### config.mk
export PLATFORM = sky130hd
export DESIGN_NAME = control
export DESIGN_NICKNAME = d
export VERILOG_FILES = /design/src/source/isa_pkg.sv /design/src/source/ctrl_pkg.sv /design/src/source/control.sv
export SDC_FILE = /design/constraint.sdc
export NUM_CORES = 1
export LEC_CHECK = 0
export BUFFER_PORTS_ARGS = -buffer_cell sky130_fd_sc_hd__buf_2
export CAP_MARGIN = 10
export CORE_AREA = 2 2 39 41
export DETAILED_ROUTE_END_ITERATION = 8
export DIE_AREA = 0 0 41 43
export PLACE_DENSITY = 0.72
export SLEW_MARGIN = 25
export SYNTH_ARGS = -nofsm -noshare
export SYNTH_HDL_FRONTEND = slang
export SYNTH_SLANG_ARGS = --single-unit
### constraint.sdc
create_clock -name vclk -period 1.25
set_input_delay 0.25 -clock vclk [all_inputs]
set_output_delay 0.25 -clock vclk [all_outputs]
set_load 0.02 [all_outputs]
### src/source/isa_pkg.sv
package isa_pkg;

	// Architectural sizes.
	localparam int XLEN   = 16;
	localparam int NREG   = 8;
	localparam int REG_AW = 3;
	localparam int MEM_AW = 8;
	localparam int OPC_W  = 5;

	localparam logic [REG_AW-1:0] LINK_REG = 3'd7;

	// ********************
	// Instruction fields.
	// ********************
	localparam int OP_HI    = 15;
	localparam int OP_LO    = 11;
	localparam int RS_HI    = 10;
	localparam int RS_LO    = 8;
	localparam int RT_HI    = 7;
	localparam int RT_LO    = 5;
	localparam int RD_HI    = 4;
	localparam int RD_LO    = 2;
	localparam int FUNCT_HI = 1;
	localparam int FUNCT_LO = 0;
	localparam int IMM5_W   = 5;
	localparam int IMM8_W   = 8;
	localparam int DISP_W   = 11;

	typedef enum logic [OPC_W-1:0] {
		OP_HALT,  OP_NOP,   OP_SIIC,  OP_RTI,
		OP_J,     OP_JR,    OP_JAL,   OP_JALR,
		OP_ADDI,  OP_SUBI,  OP_XORI,  OP_ANDNI,
		OP_BEQZ,  OP_BNEZ,  OP_BLTZ,  OP_BGEZ,
		OP_ST,    OP_LD,    OP_SLBI,  OP_STU,
		OP_ROLI,  OP_SLLI,  OP_RORI,  OP_SRLI,
		OP_LBI,   OP_BTR,   OP_ALU_SHIFT, OP_ALU_ARITH,
		OP_SEQ,   OP_SLT,   OP_SLE,   OP_SCO
	} opcode_e;

endpackage

### src/source/ctrl_pkg.sv
package ctrl_pkg;

	typedef enum logic [3:0] {
		ALU_ADD,
		ALU_SUB,
		ALU_XOR,
		ALU_ANDN,
		ALU_ROL,
		ALU_SLL,
		ALU_ROR,
		ALU_SRL,
		ALU_SEQ,
		ALU_SLT,
		ALU_SLE,
		ALU_SCO,
		ALU_BTR,
		ALU_SLBI,
		ALU_PASS_B
	} alu_op_e;

	// Second ALU operand.
	typedef enum logic [2:0] {
		SRC_RT,
		SRC_SEXT5,
		SRC_ZEXT5,
		SRC_SEXT8,
		SRC_ZEXT8
	} alu_src_e;

	typedef enum logic [1:0] {DST_RD, DST_RT, DST_RS, DST_LINK} reg_dst_e;

	typedef enum logic [1:0] {WB_ALU, WB_MEM, WB_PC2, WB_IMM8} wb_sel_e;

	// Next-PC kind.
	typedef enum logic [2:0] {
		BR_NONE,
		BR_EQZ,
		BR_NEZ,
		BR_LTZ,
		BR_GEZ,
		BR_JUMP,
		BR_JREG
	} branch_e;

endpackage

### src/source/control.sv
`timescale 1ns/1ps

module control import isa_pkg::*, ctrl_pkg::*; (
	input  opcode_e    i_opcode,
	input  logic [1:0] i_funct,
	output alu_op_e    o_alu_op,
	output alu_src_e   o_alu_src,
	output reg_dst_e   o_reg_dst,
	output wb_sel_e    o_wb_sel,
	output logic       o_reg_write,
	output logic       o_mem_read,
	output logic       o_mem_write,
	output branch_e    o_branch,
	output logic       o_halt
);

	function automatic alu_op_e arith_op(input logic [1:0] sel);
		case (sel)
			2'b00:   return ALU_ADD;
			2'b01:   return ALU_SUB;
			2'b10:   return ALU_XOR;
			default: return ALU_ANDN;
		endcase
	endfunction

	function automatic alu_op_e shift_op(input logic [1:0] sel);
		case (sel)
			2'b00:   return ALU_ROL;
			2'b01:   return ALU_SLL;
			2'b10:   return ALU_ROR;
			default: return ALU_SRL;
		endcase
	endfunction

	always_comb begin
		o_alu_op    = ALU_PASS_B;
		o_alu_src   = SRC_RT;
		o_reg_dst   = DST_RD;
		o_wb_sel    = WB_ALU;
		o_reg_write = 1'b0;
		o_mem_read  = 1'b0;
		o_mem_write = 1'b0;
		o_branch    = BR_NONE;
		o_halt      = 1'b0;

		case (i_opcode)
			OP_HALT: begin
				o_halt = 1'b1;
			end

			// siic and rti behave as nop.
			OP_NOP, OP_SIIC, OP_RTI: begin
			end

			OP_ADDI, OP_SUBI, OP_XORI, OP_ANDNI: begin
				o_reg_dst   = DST_RT;
				o_alu_src   = i_opcode[1] ? SRC_ZEXT5 : SRC_SEXT5;
				o_alu_op    = arith_op(i_opcode[1:0]);
				o_reg_write = 1'b1;
			end

			OP_ROLI, OP_SLLI, OP_RORI, OP_SRLI: begin
				o_reg_dst   = DST_RT;
				o_alu_src   = SRC_ZEXT5;
				o_alu_op    = shift_op(i_opcode[1:0]);
				o_reg_write = 1'b1;
			end

			OP_ALU_ARITH: begin
				o_alu_op    = arith_op(i_funct);
				o_reg_write = 1'b1;
			end

			OP_ALU_SHIFT: begin
				o_alu_op    = shift_op(i_funct);
				o_reg_write = 1'b1;
			end

			OP_ST: begin
				o_alu_op    = ALU_ADD;
				o_alu_src   = SRC_SEXT5;
				o_mem_write = 1'b1;
			end

			OP_LD: begin
				o_reg_dst   = DST_RT;
				o_alu_op    = ALU_ADD;
				o_alu_src   = SRC_SEXT5;
				o_wb_sel    = WB_MEM;
				o_mem_read  = 1'b1;
				o_reg_write = 1'b1;
			end

			// Store, then write the address back to the base register.
			OP_STU: begin
				o_reg_dst   = DST_RS;
				o_alu_op    = ALU_ADD;
				o_alu_src   = SRC_SEXT5;
				o_mem_write = 1'b1;
				o_reg_write = 1'b1;
			end

			OP_SLBI: begin
				o_reg_dst   = DST_RS;
				o_alu_op    = ALU_SLBI;
				o_alu_src   = SRC_ZEXT8;
				o_reg_write = 1'b1;
			end

			OP_LBI: begin
				o_reg_dst   = DST_RS;
				o_wb_sel    = WB_IMM8;
				o_reg_write = 1'b1;
			end

			OP_BTR: begin
				o_alu_op    = ALU_BTR;
				o_reg_write = 1'b1;
			end

			OP_SEQ: begin
				o_alu_op    = ALU_SEQ;
				o_reg_write = 1'b1;
			end

			OP_SLT: begin
				o_alu_op    = ALU_SLT;
				o_reg_write = 1'b1;
			end

			OP_SLE: begin
				o_alu_op    = ALU_SLE;
				o_reg_write = 1'b1;
			end

			OP_SCO: begin
				o_alu_op    = ALU_SCO;
				o_reg_write = 1'b1;
			end

			OP_BEQZ: o_branch = BR_EQZ;
			OP_BNEZ: o_branch = BR_NEZ;
			OP_BLTZ: o_branch = BR_LTZ;
			OP_BGEZ: o_branch = BR_GEZ;

			OP_J: begin
				o_branch = BR_JUMP;
			end

			OP_JR: begin
				o_branch  = BR_JREG;
				o_alu_src = SRC_SEXT8;
				o_alu_op  = ALU_ADD;
			end

			OP_JAL: begin
				o_branch    = BR_JUMP;
				o_reg_dst   = DST_LINK;
				o_wb_sel    = WB_PC2;
				o_reg_write = 1'b1;
			end

			OP_JALR: begin
				o_branch    = BR_JREG;
				o_alu_src   = SRC_SEXT8;
				o_alu_op    = ALU_ADD;
				o_reg_dst   = DST_LINK;
				o_wb_sel    = WB_PC2;
				o_reg_write = 1'b1;
			end
		endcase
	end

endmodule

After elaboration in Yosys (flattened, before gate mapping)
Index checks and enable logic that the tools add are counted.
{"block": "totals", "n_memories": 0, "mem_bits_ro": 0, "ram_bits": 0, "elab_cells": 60, "in_bits": 7, "latchBits": 0, "reg_bits": 0}
{"block": "op_classes", "bitwise_logic": 0, "add_sub_neg": 0, "n_lt_le_gt_ge": 0, "multipliers": 0, "div": 0, "n_mux": 14, "reduce_logical": 14, "n_eq_ne": 32, "n_shift": 0}
{"operator": "$eq A5 B5 Y1 const B", "count": 16}
{"operator": "$pmux W4 S11", "count": 1}
{"operator": "$eq A5 B4 Y1 const B", "count": 8}
{"operator": "$pmux W2 S3", "count": 6}
{"operator": "$reduce_or A21 Y1", "count": 1}
{"operator": "$eq A5 B3 Y1 const B", "count": 4}
{"operator": "$pmux W3 S6", "count": 1}
{"operator": "$pmux W3 S5", "count": 1}
{"operator": "$reduce_or A9 Y1", "count": 1}
{"operator": "$reduce_or A2 Y1", "count": 4}
{"operator": "$reduce_or A4 Y1", "count": 2}
{"operator": "$reduce_or A3 Y1", "count": 2}
{"operator": "$logic_not A5 Y1", "count": 1}
{"operator": "$reduce_or A5 Y1", "count": 1}
{"operator": "$eq A2 B1 Y1 const B", "count": 2}
{"operator": "$eq A2 B2 Y1 const B", "count": 2}
{"operator": "$logic_not A2 Y1", "count": 2}
{"operator": "$mux W1", "count": 4}
{"operator": "$mux W2", "count": 1}

Logic depth before layout (Yosys ltp)
{"block": "depth", "depth_word": 3, "mapped_depth": 5, "mapped_depth_nobuf": 3}

Least setup slack after synthesis
Ideal clock, no wire load.
{"block": "synth_timing", "path_type": "input port to output port", "startpoint": "in i_opcode[2]", "endpoint": "out o_alu_op[2]", "n_path_buf": 1, "stages": 4, "t_required_ns": 1.000, "slack_ns": -0.209, "t_arrival_ns": 1.209, "cell_sequence": "buf_6 -> and2_4 -> nor2b_1 -> o32ai_1"}
{"block": "synth_between", "elab_chain_len": 3}
{"item": "start: declaration", "line_no": "control.sv:4", "text": "input opcode_e i_opcode,"}
{"item": "$eq A5 B3 Y1 (tied with other cells)", "line_no": "control.sv:46", "text": "case (i_opcode)"}
{"item": "$reduce_or A5 Y1 (no line) / $reduce_or A4 Y1 (equally long branches)"}
{"item": "$pmux W4 S11 *", "line_no": "control.sv:46"}
{"item": "end: declaration", "line_no": "control.sv:6", "text": "output alu_op_e o_alu_op,"}
Mark *: on every way between the ends. The rest lies on a longest branch, timed or not.

Worst setup path after layout
{"block": "layout_timing", "startpoint": "in i_opcode[0]", "endpoint": "out o_alu_src[0]"}
{"block": "layout_between", "elab_chain_len": 3}
{"item": "$eq A5 B5 Y1 (tied with other cells)", "line_no": "control.sv:46"}
{"item": "$reduce_or A4 Y1 (tied with other cells)", "line_no": "control.sv:46"}
{"item": "$pmux W3 S5 *", "line_no": "control.sv:46"}
{"item": "end: declaration", "line_no": "control.sv:7", "text": "output alu_src_e o_alu_src,"}
Marked as above.

==> results.txt <==
Layout Nets -> 121
FILL cells -> 99
Initial Util -> 30.8%
CP startpoint kind -> input port
Area of the multi-input gates -> 512 um^2
Sw Pwr -> 201 uW
Rows -> 14
Hold_sp -> i_opcode[0]
Largest net degree at the start of global routing -> 13
Top-area cell type share of the netlist area -> 8.80%
Switching fraction of total power -> 49.0%
Failing checks -> setup timing
Die height -> 43 um
Tmin final -> 1.34 ns
RSZ-0062 raised after global routing -> yes
Clk network pwr share -> 0%
Post-Syn Instances -> 68
Die width -> 41 um
Wire per inst -> 15.1 um
Core area -> 1380 um^2
FFs & Latches -> 0
Lkg Pwr -> 0.471 nW
Outcome -> complete, but fails checks
Synth area leader -> nor2_1
Critical Path RT -> 1.00 ns
Synth-to-layout area growth -> 138%
Detailed Routing Iterations Pass 1 -> 4
Yosys cell types -> 31
Post-DP HPWL -> 1200 um
Final hold vios -> 0
Total Routing Usage GR -> 21.4%
Via density -> 5.34
Worst-margin pin slew -> 0.250 ns
Grt total ovfl -> 0
Vias in the first global route -> 650
Drt first-iter violations -> 7
Worst hold endpoint -> o_mem_read
RD Place Congestion -> 0.871
Overall Power -> 411 uW
Final wirelength -> 1930 um
Hold Path Stages -> 3
CP Max Fanout -> 7
VDD IR max -> 0.000229 V
Combinational power share -> 100.0%
Antenna violations before repair -> 0
CP Capture Type -> output port
Part of the Yosys area used for sequential elements -> 0%
Sequential share of power -> 0%
Synth area leaders -> nor2_1 (8.8%), a21oi_1 (8.2%), nand2_1 (6.2%)
Layout cell share with drive strength beyond 1 -> 72.3%
HP Class -> input port to output port
Max Freq -> 745 MHz
Number of port buffers -> 25
Clkbuf count -> 0
Syn Nets -> 75
Max cap viols -> 0
Internal Pwr Total -> 210 uW
Pwr per Cell Area -> 404 nW/um^2
I/O pins -> 25
Post-route DRC -> 0
Vias -> 684
Final WS setup -> -0.0918 ns
Final worst-path cycle share -> 107%
Max-slew headroom -> 83.2%
CP arrival -> 1.09 ns
Max Slew Vio Count -> 0
Setup-failing EPs final -> 10
ANT nets after route -> 0
Synth warn -> 0
Crit Path Category -> input port to output port
Placed cell areas -> 751 um^2
Avg Inst Size Synth -> 6.27 um^2
Netlist Area Pre-Place -> 427 um^2
Die ar. -> 1760 um^2
Design Area, Final -> 1020 um^2
Antenna Diode Count -> 0
First-pass GRT wire length -> 2760 um
Register area -> 0 um^2
critical path: stages:
cell and delay, ns:
buf_12 0.11, and2b_2 0.23, nor2_1 0.05, a221o_1 0.31, buf_6 0.14
routing by layer:
metal,part of all wire (%),global-route usage [%],vias to the layer above,routed length (um)
li1,-,-,333,-
met1,39,24.7,333,756
met2,58,40.3,18,1130
met3,2.4,0.524,0,46
met4,0,4.00,0,0
met5,0,0,-,0
power by group through the flow:
stage	clock [mW]	combinational [mW]	sequential [mW]
after global routing	0	0.434	0
after detailed placement	0	0.296	0
after global placement	0	0.290	0
after floorplan	0	0.184	0
final	0	0.411	0
after CTS	0	0.365	0
through the flow:
step | utilization (%) | std cells | worst slack (ns) | hold WS (ns) | TNS [ns]
after global placement | 54.2 | 125 | -0.170 | 0.927 | -1.64
final | 73.5 | 128 | -0.0918 | 0.879 | -0.518
after floorplan | - | 68 | -0.0360 | 0.695 | -0.0360
after detailed placement | 54.2 | 125 | -0.189 | 0.919 | -1.79
after global routing | 73.5 | 128 | -0.144 | 0.906 | -0.903
after CTS | 66.4 | 126 | -0.0820 | 0.868 | -0.501
worst max path at each step:
stage	startpoint	endpoint	slack, ns
final	i_opcode[0]	o_alu_src[0]	-0.09
after global routing	i_opcode[1]	o_reg_write	-0.14
after CTS	i_opcode[0]	o_alu_op[2]	-0.08
after detailed placement	i_opcode[0]	o_alu_op[1]	-0.19
after global placement	i_opcode[3]	o_reg_dst[0]	-0.17
after floorplan	i_opcode[2]	o_alu_op[2]	-0.04
layout by cell type, fill, tap and decap left out, types with 3 or more instances in the layout:
cell type / n
a21oi_1: 4
buf_12: 4
buf_2: 8
buf_4: 26
buf_6: 10
buf_8: 3
nand2_2: 5
nor2_1: 5
nor2_4: 3
o21ai_1: 3
Yosys cell counts (2+ instances only):
library cell / instances
and3_1: 2
buf_6: 2
o21ai_0: 3
buf_2: 2
nor2b_1: 4
nor3_1: 2
a21oi_1: 7
o31ai_1: 2
nor2_1: 10
o32ai_1: 2
buf_4: 3
nand2b_1: 3
inv_1: 2
nand2_1: 7
cell type report:
type / count / share of cell area, %
inverters: 2 / 1.23
repair buffers: 51 / 46.5
multi-input cells: 59 / 50.3
well taps: 16 / 1.97
cells by family (layout without fill, tap and decap cells):
| kind of cell | Yosys count | after routing | share of synthesized area, % |
|---|---|---|---|
| multiplexers | 1 | 1 | 2.35 |
| AND/OR/NAND/NOR | 35 | 35 | 44.0 |
| XOR/XNOR | 2 | 2 | 4.11 |
| buffers and inverters | 9 | 53 | 14.7 |
| AO/OA/AOI/OAI | 21 | 21 | 34.9 |
what timing repair did:
item                                    in CTS  in global routing
hold buffers                                 0                  0
pin swaps                                    8                 11
setup buffers                                1                  2
endpoints found under the setup margin      17                 15
endpoints found under the hold margin        0                  0
gates resized for setup                     53                 22
No activity file was read; power rests on OpenSTA's default activity.
