**src/source/isa_pkg.sv**
```systemverilog
package isa_pkg;

	// Architectural sizes.
	localparam int XLEN   = 16;
	localparam int NREG   = 8;
	localparam int REG_AW = 3;
	localparam int MEM_AW = 8;
	localparam int OPC_W  = 5;

	localparam logic [REG_AW-1:0] LINK_REG = 3'd7;

	// ********************
	// Instruction fields.
	// ********************
	localparam int OP_HI    = 15;
	localparam int OP_LO    = 11;
	localparam int RS_HI    = 10;
	localparam int RS_LO    = 8;
	localparam int RT_HI    = 7;
	localparam int RT_LO    = 5;
	localparam int RD_HI    = 4;
	localparam int RD_LO    = 2;
	localparam int FUNCT_HI = 1;
	localparam int FUNCT_LO = 0;
	localparam int IMM5_W   = 5;
	localparam int IMM8_W   = 8;
	localparam int DISP_W   = 11;

	typedef enum logic [OPC_W-1:0] {
		OP_HALT,  OP_NOP,   OP_SIIC,  OP_RTI,
		OP_J,     OP_JR,    OP_JAL,   OP_JALR,
		OP_ADDI,  OP_SUBI,  OP_XORI,  OP_ANDNI,
		OP_BEQZ,  OP_BNEZ,  OP_BLTZ,  OP_BGEZ,
		OP_ST,    OP_LD,    OP_SLBI,  OP_STU,
		OP_ROLI,  OP_SLLI,  OP_RORI,  OP_SRLI,
		OP_LBI,   OP_BTR,   OP_ALU_SHIFT, OP_ALU_ARITH,
		OP_SEQ,   OP_SLT,   OP_SLE,   OP_SCO
	} opcode_e;

endpackage

```
**src/source/ctrl_pkg.sv**
```systemverilog
package ctrl_pkg;

	typedef enum logic [3:0] {
		ALU_ADD,
		ALU_SUB,
		ALU_XOR,
		ALU_ANDN,
		ALU_ROL,
		ALU_SLL,
		ALU_ROR,
		ALU_SRL,
		ALU_SEQ,
		ALU_SLT,
		ALU_SLE,
		ALU_SCO,
		ALU_BTR,
		ALU_SLBI,
		ALU_PASS_B
	} alu_op_e;

	// Second ALU operand.
	typedef enum logic [2:0] {
		SRC_RT,
		SRC_SEXT5,
		SRC_ZEXT5,
		SRC_SEXT8,
		SRC_ZEXT8
	} alu_src_e;

	typedef enum logic [1:0] {DST_RD, DST_RT, DST_RS, DST_LINK} reg_dst_e;

	typedef enum logic [1:0] {WB_ALU, WB_MEM, WB_PC2, WB_IMM8} wb_sel_e;

	// Next-PC kind.
	typedef enum logic [2:0] {
		BR_NONE,
		BR_EQZ,
		BR_NEZ,
		BR_LTZ,
		BR_GEZ,
		BR_JUMP,
		BR_JREG
	} branch_e;

endpackage

```
**src/source/branch_unit.sv**
```systemverilog
`timescale 1ns/1ps

module branch_unit import isa_pkg::*, ctrl_pkg::*; (
	input  branch_e           i_kind,
	input  logic [XLEN-1:0]   i_pc,
	input  logic [XLEN-1:0]   i_rs_data,
	input  logic [IMM8_W-1:0] i_imm8,
	input  logic [DISP_W-1:0] i_disp11,
	output logic [XLEN-1:0]   o_next_pc
);

	logic [XLEN-1:0] pc_plus2;
	logic [XLEN-1:0] imm8_sext;
	logic [XLEN-1:0] disp_sext;
	logic            rs_zero;
	logic            rs_neg;
	logic            taken;

	assign pc_plus2  = i_pc + 16'd2;
	assign imm8_sext = {{(XLEN-IMM8_W){i_imm8[IMM8_W-1]}}, i_imm8};
	assign disp_sext = {{(XLEN-DISP_W){i_disp11[DISP_W-1]}}, i_disp11};

	assign rs_zero = (i_rs_data == '0);
	assign rs_neg  = i_rs_data[XLEN-1];

	always_comb begin
		case (i_kind)
			BR_EQZ:  taken = rs_zero;
			BR_NEZ:  taken = !rs_zero;
			BR_LTZ:  taken = rs_neg;
			BR_GEZ:  taken = !rs_neg;
			default: taken = 1'b0;
		endcase
	end

	always_comb begin
		o_next_pc = pc_plus2;
		if (i_kind == BR_JUMP) begin
			o_next_pc = pc_plus2 + disp_sext;
		end else if (i_kind == BR_JREG) begin
			o_next_pc = i_rs_data + imm8_sext;
		end else if (taken) begin
			o_next_pc = pc_plus2 + imm8_sext;
		end
	end

endmodule

```
**config.mk**
```make
export PLATFORM = sky130hd
export DESIGN_NAME = branch_unit
export DESIGN_NICKNAME = d
export VERILOG_FILES = /design/src/source/isa_pkg.sv /design/src/source/ctrl_pkg.sv /design/src/source/branch_unit.sv
export SDC_FILE = /design/constraint.sdc
export NUM_CORES = 1
export LEC_CHECK = 0
export BUFFER_PORTS_ARGS = -buffer_cell sky130_fd_sc_hd__buf_2
export CORE_ASPECT_RATIO = 0.6
export CORE_MARGIN = 10
export CORE_UTILIZATION = 50
export DETAILED_ROUTE_END_ITERATION = 7
export GPL_TIMING_DRIVEN = 0
export PLACE_DENSITY = 0.82
export SLEW_MARGIN = 40
export SYNTH_ARGS = -nofsm -noshare
export SYNTH_HDL_FRONTEND = slang
export SYNTH_SLANG_ARGS = --single-unit
```
**constraint.sdc**
```tcl
create_clock -name vclk -period 5.26
set_clock_uncertainty 0.15 [all_clocks]
set_input_delay 0 -clock vclk [all_inputs]
set_output_delay 0 -clock vclk [all_outputs]
set_load 0.03 [all_outputs]
```
* Word level (Yosys, flattened, before mapping)
Cells that the tools add are included.
** Word-level totals
- Word-level logic and storage cells :: 17
- Output and inout bits :: 16
- Flip-flop bits (word level) :: 0
- Input port bits :: 54
** Operators by class
- Reduce and logical (&&, ||, !) cells :: 3
- Muxes and demuxes :: 4
- Equality and inequality tests :: 6
- $add $sub $neg :: 4
** Operators by type and width (number)
- $add 16x16->16 :: 3
- $mux 16 :: 3
- $add 16x2->16 const B :: 1
- $logic_not 16->1 :: 1
- $eq 3x3->1 const B :: 3
- $eq 3x2->1 const B :: 2
- $pmux 1 s4 :: 1
- $eq 3x1->1 const B :: 1
- $logic_not 1->1 :: 2

* Depth between registers and ports, before layout
Gate-level depths: netlist (run 1).
- Depth after elaboration :: 6
- Depth in mapped cells :: 13
- Mapped depth without buffers :: 13

* Least setup slack after synthesis (run 1)
No wires, ideal clock.
- Kind :: input -> output
- Start :: input port i_pc[3]
- End :: output port o_next_pc[15]
- Required time :: 5.110 ns
- Cell stages on the path :: 13
- Arrival time :: 3.005 ns
- Path buffers :: 0
- Slack :: 2.105 ns
- Cells stage by stage :: and4_1 > and3_1 > nand2_1 > xnor2_1 > ha_1 > nand3_1 > or2_2 > o211ai_1 > a211oi_2 > a21oi_1 > mux2i_1 > xnor2_1 > a211oi_1
** On the way
- Cells in the longest elaborated chain, start to end :: 5
- Elaborated cells on any way between the ends :: 6
- Classes of those cells :: add/sub: 3; mux: 3
** RTL lines
- from (decl) :: RTL line branch_unit.sv:5 : input logic [XLEN-1:0] i_pc,
- $add 16x2->16 * :: RTL line branch_unit.sv:19 : assign pc_plus2 = i_pc + 16'd2;
- $add 16x16->16 :: RTL line branch_unit.sv:43 : o_next_pc = pc_plus2 + imm8_sext;
- $mux 16 :: RTL line branch_unit.sv:42 : end else if (taken) begin
- $mux 16 :: RTL line branch_unit.sv:40 : end else if (i_kind == BR_JREG) begin
- $mux 16 * :: RTL line branch_unit.sv:38 : if (i_kind == BR_JUMP) begin
- to (decl) :: RTL line branch_unit.sv:9 : output logic [XLEN-1:0] o_next_pc
Mark *: on every way between the ends. The rest lies on a longest branch, timed or not.

* Final worst setup path (run 1)
Same ends and word-level chain as after synthesis.

==> results by group, run 1 <==
Synthesis
  – Synth top area cells: ha_1, xnor2_1, a21oi_1
  – Synthesized Nets: 510
  – Most frequent cells after synthesis: ha_1, nand2_1, nor2_1, xnor2_1
  – Syn Inst Count: between 400 and 500
  – Largest area contributor in the netlist: ha_1
  – Cell area after synthesis: 0.002928 mm²
  – Cell variety after synth: 65
  – Synthesis warning total: 0
  – Mean area per synthesized cell: 7.265 µm²
  – Synth top area share: 21.37%
  – Count leader, synth: ha_1
  – Register area share after synthesis: 0%

Detailed routing
  – Drc violations: 0
  – Final WL: 9.978 mm
  – Routed Antenna Nets: 0
  – Drt initial violations: between 300 and 400
  – Wire length per cell: 18.04 µm
  – Post-DR vias/cell: 6.298
  – Via count: between 3000 and 4000
  – First-pass DRT Iterations: 5

Finish
  – Fin cells: 553
  – Area grow syn2layout: 15.38%
  – Num sequential: 0
  – Final core utilization: 60.08%
  – Antenna fix cells: 0
  – Share of layout cells above drive strength 1: 19.24%
  – Area of the multi-input gates: 0.002824 mm²
  – # nets final: 582
  – Clock buffer cells: 0
  – FILL cells: 568
  – FF/Latch Area: 0 µm²

Timing
  – Final hold vios: 0
  – Final setup fails: 0
  – Slew HR: a little over half
  – Setup TNS: 0 ps
  – Setup ws final: 1810 ps
  – RSZ-0062 raised after global routing: false
  – Fmax achieved: slightly below 300 MHz
  – Fin crit share: 65.58%
  – Worst-Margin Slew: 696.4 ps
  – Fin crit period: between 3000 and 4000 ps
  – Fin. max-slew vios: 0

Critical path
  – Crit start category: primary input
  – Crit. End Element: primary output
  – Crit path required time: 5110 ps
  – CP arrival: approximately 3300 ps
  – Critical path peak fanout: 6
  – Critical path class: in2out

Worst hold path
  – Worst min path class: in2out

Floorplanning
  – Die Ht: ~79 µm
  – FP Rows: 21
  – IO Pins: 70
  – Starting Density: 52.07%
  – Core area: between 0.005 and 0.006 mm²
  – Die X: 118.8 µm
  – Die area: 0.009417 mm²

Placement
  – Hpwl dp: 8.572 mm
  – GPL Wtd Cong: 0.9091
  – Cells after DPL: 553
  – IO buf count: 70
  – Place WS: 1847 ps

Global route
  – Number of global-route vias before repair: around 3300
  – GRT Total Usage: 20.17%
  – Initial antenna violation count: 0
  – Residual overflow from global routing: 0
  – First-pass GRT wire length: 16.32 mm
  – Pin count of the biggest net entering global routing: 23

CTS
  – CTS Hold Bufs: 0
  – Post-CTS sizing: 0
  – # Post-CTS Setup Buffers: 0

Power and ir drop
  – Max VDD drop: approximately 0.11 mV
  – Tot Pwr: 0.4698 mW
  – Power per standard cell area: 139.1 mW/mm²
  – P_leak: roughly 1.5 nW

Run status
  – Status: finished clean

Flow run
  – Max_cap viols: 0
## cells by family (layout without fill, tap and decap cells)
logic type	count (synthesis)	in the layout	synth area share (%)
compound gates	142	142	33.25
simple gates	140	140	25.51
fa+ha+maj	53	53	23.42
xor+xnor	43	43	12.86
buf+inv	21	91	3.547
mux	4	4	1.410
## power by group
part | switching [mW] | internal, mW
clock network | 0 | 0
registers | 0 | 0
logic | 0.285 | 0.185
total | 0.285 | 0.185
## path summary, 6_finish.rpt
kind / from / cells past startpoint / to / slack, ps
setup / recovery: i_pc[3] / 15 / o_next_pc[15] / 1810
hold / removal: i_disp11[0] / 5 / o_next_pc[0] / 340
## routing by layer
layer  vias to the layer above  global-route usage (%)  wire (µm)  share of wire, %
li1                       1697                       -          -                 -
met1                      1586                   29.88       4860                49
met2                       192                   29.31       3813                38
met3                         8                   5.226       1225                12
met4                         0                  0.9709         79              0.79
met5                         -                       0          0                 0
## stage by stage
step                      cell area [µm²]  hold slack (ps)
after floorplan                      2928            194.4
after global placement               3378            323.4
after detailed placement             3378            336.2
after CTS                            3378            340.1
after global routing                 3378            370.1
final                                3378            337.0
## layout by cell type (no fill, tap or decap), types with 13 or more instances in the layout
cell type and count:
a21oi_1 27, xnor2_1 31, buf_2 72, nand3_1 17, o21ai_0 27, inv_1 13
nand2_1 32, a211oi_1 14, nor2_1 31, ha_1 50
## worst max-delay path, stage by stage
cell and delay, ps:
buf_2 120, and4_1 310, and3_1 250, nand2_1 80, xnor2_1 340, ha_1 300
nand3_1 90, or2_2 290, o211ai_1 300, a211oi_2 160, a21oi_1 210, mux2i_1 230
xnor2_1 90, a211oi_1 280, buf_2 250
## cell type report
type | instances | share of cell area, %
Multi-Input combinational cell | 382 | 83.59
Timing Repair Buffer | 70 | 10.37
Tap cell | 80 | 2.963
Buffer | 8 | 1.630
Inverter | 13 | 1.444
(Power assumes the default switching activity.)
==> run 2: changes to the inputs <==
--- a/config.mk
+++ b/config.mk
@@ -11,7 +11,7 @@
 export CORE_UTILIZATION = 50
 export DETAILED_ROUTE_END_ITERATION = 7
 export GPL_TIMING_DRIVEN = 0
-export PLACE_DENSITY = 0.82
+export PLACE_DENSITY = 0.85
 export SLEW_MARGIN = 40
 export SYNTH_ARGS = -nofsm -noshare
 export SYNTH_HDL_FRONTEND = slang
==> constraint.sdc (replaced) <==
create_clock -name vclk -period 2.94
set_clock_uncertainty 0.15 [all_clocks]
set_input_delay 0 -clock vclk [all_inputs]
set_output_delay 0 -clock vclk [all_outputs]
set_load 0.03 [all_outputs]
==> results by group, run 2 (synthesized netlist as in run 1, its figures left out) <==
Global route
  – GRT Total Usage: 19.94% (-0.23 points)
  – Initial antenna violation count: 0 (unchanged)
  – Residual overflow from global routing: 0 (unchanged)
  – Pin count of the biggest net entering global routing: 23 (unchanged)
  – Number of global-route vias before repair: 3410 (+3.4%)
  – First-pass GRT wire length: 16.17 mm (-0.89%)

Timing
  – Fin crit share: 101.2%
  – Final setup fails: 1 (+1)
  – Fin crit period: 2976 ps
  – Worst-Margin Slew: 774.8 ps (+78.39 ps)
  – RSZ-0062 raised after global routing: true
  – Fmax achieved: roughly 340 MHz
  – Slew HR: 48.16% (-5.2 points)
  – Setup ws final: -35.85 ps (-1846 ps)
  – Final hold vios: 0 (unchanged)
  – Fin. max-slew vios: 0 (unchanged)

Critical path
  – CP arrival: 2830 ps (-470 ps)
  – Crit. End Element: primary output
  – Critical path peak fanout: 5 (-1)
  – Crit path required time: 2790 ps (-2320 ps)
  – Crit start category: primary input
  – Critical path class: in2out

Power and ir drop
  – Flop pwr share: 0% (unchanged)
  – Internal power: 0.3780 mW (+100%)
  – Max VDD drop: 0.1439 mV (+26%)
  – Net Sw Frac: 58.00% (-2.6 points)
  – Clock power share: 0% (unchanged)
  – Psw: 0.5219 mW (+83%)
  – P_leak: 1.686 nW (+9.4%)
  – Comb power frac: 100.0% (about the same)
  – Power per standard cell area: 241.7 mW/mm² (+74%)
  – Tot Pwr: 0.8998 mW (+92%)

Finish
  – Antenna fix cells: 0 (unchanged)
  – Share of layout cells above drive strength 1: 26.49% (+7.2 points)
  – Num sequential: 0 (unchanged)
  – FF/Latch Area: 0 µm² (unchanged)
  – Area grow syn2layout: 27.14%
  – Commonest non-fill, non-tap cell in the layout: buf_2
  – # nets final: 596 (+2.4%)
  – Final core utilization: 66.20% (+6.1 points)
  – Fin cells: 567 (+2.5%)
  – Most frequent cells in the layout: buf_2, ha_1, nor2_1, nand2_1, o21ai_0
  – Clock buffer cells: 0 (unchanged)
  – FILL cells: 501 (-12%)

Floorplanning
  – FP Rows: 21 (unchanged)
  – IO Pins: 70 (unchanged)
  – Die Ht: 79.28 µm (unchanged)
  – Starting Density: 52.07% (unchanged)
  – Die X: 118.8 µm (unchanged)
  – Die area: 0.009417 mm² (unchanged)
  – Core area: 0.005623 mm² (unchanged)

Detailed routing
  – Drc violations: 0 (unchanged)
  – Drt initial violations: 389 (+18%)
  – Via count: 3502 (+0.55%)
  – Post-DR vias/cell: 6.176 (-1.9%)
  – Wire length per cell: 17.92 µm (-0.70%)
  – Final WL: 10.16 mm (+1.8%)
  – First-pass DRT Iterations: 5 (unchanged)
  – Routed Antenna Nets: 0 (unchanged)

Placement
  – Hpwl dp: 8.094 mm (-5.6%)
  – GPL Wtd Cong: 0.9823 (+8.1%)
  – IO buf count: 70 (unchanged)
  – Cells after DPL: 553 (unchanged)

Flow run
  – Max_cap viols: 0 (unchanged)

Run status
  – Failing checks: negative setup slack
  – Status: finished, violations left

Worst hold path
  – Worst min path class: in2out
[run 2: per-layer routing]
| metal | wire length (µm) | global-route usage, % |
|---|---|---|
| met1 | 4780 | 27.27 |
| met2 | 4344 | 32.80 |
| met3 | 995 | 3.814 |
| met4 | 39 | 1.820 |
| met5 | 0 | 0 |
[run 2: critical path: stages]
cell       delay (ps)
buf_2             180
and4_1            250
and3_1            210
nand3_1           100
xnor2_1           240
ha_1              280
a21o_1            210
a2111oi_1         420
o211ai_1          150
nand2_1           120
xnor2_1           160
nor2_1             80
a211oi_2          230
buf_4             200
[run 2: path summary, 6_finish.rpt]
kind | start | endpoint | slack [ps] | depth (start not counted)
setup / recovery | i_pc[7] | o_next_pc[15] | -40 | 14
hold / removal | i_disp11[0] | o_next_pc[0] | 320 | 5
[run 2: power groups by stage]
stage	Sequential, mW	Combinational (mW)	Clock, mW
4_1_cts	0	0.845	0
2_1_floorplan	0	0.592	0
5_1_grt	0	0.979	0
6_report	0	0.900	0
3_3_place_gp	0	0.789	0
3_5_place_dp	0	0.810	0
[run 2: layout make-up]
type / count / area, µm² / share of cell area (%)
Multi-Input combinational cell: 382 / 3019 / 81.11
Timing Repair Buffer: 84 / 499.2 / 13.41
Tap cell: 80 / 100.1 / 2.689
Buffer: 8 / 55.05 / 1.479
Inverter: 13 / 48.80 / 1.311
[run 2: through the flow]
step | hold slack [ps] | setup slack (ps) | instance area, µm² | setup TNS, ps
floorplan | 194.4 | 53.46 | 2933 | 0
global placement | 313.6 | -320.0 | 3383 | -639.5
detailed placement | 328.4 | -437.3 | 3383 | -1142
CTS | 328.3 | -20.87 | 3561 | -20.87
global route | 412.0 | -136.4 | 3722 | -233.4
finish | 325.0 | -35.85 | 3722 | -35.85
[run 2: timing repair]
action	in CTS	in global routing
buffers inserted	9	6
hold buffers	0	0
pin swaps	12	14
endpoints found under the setup margin	5	6
resized for setup	22	24
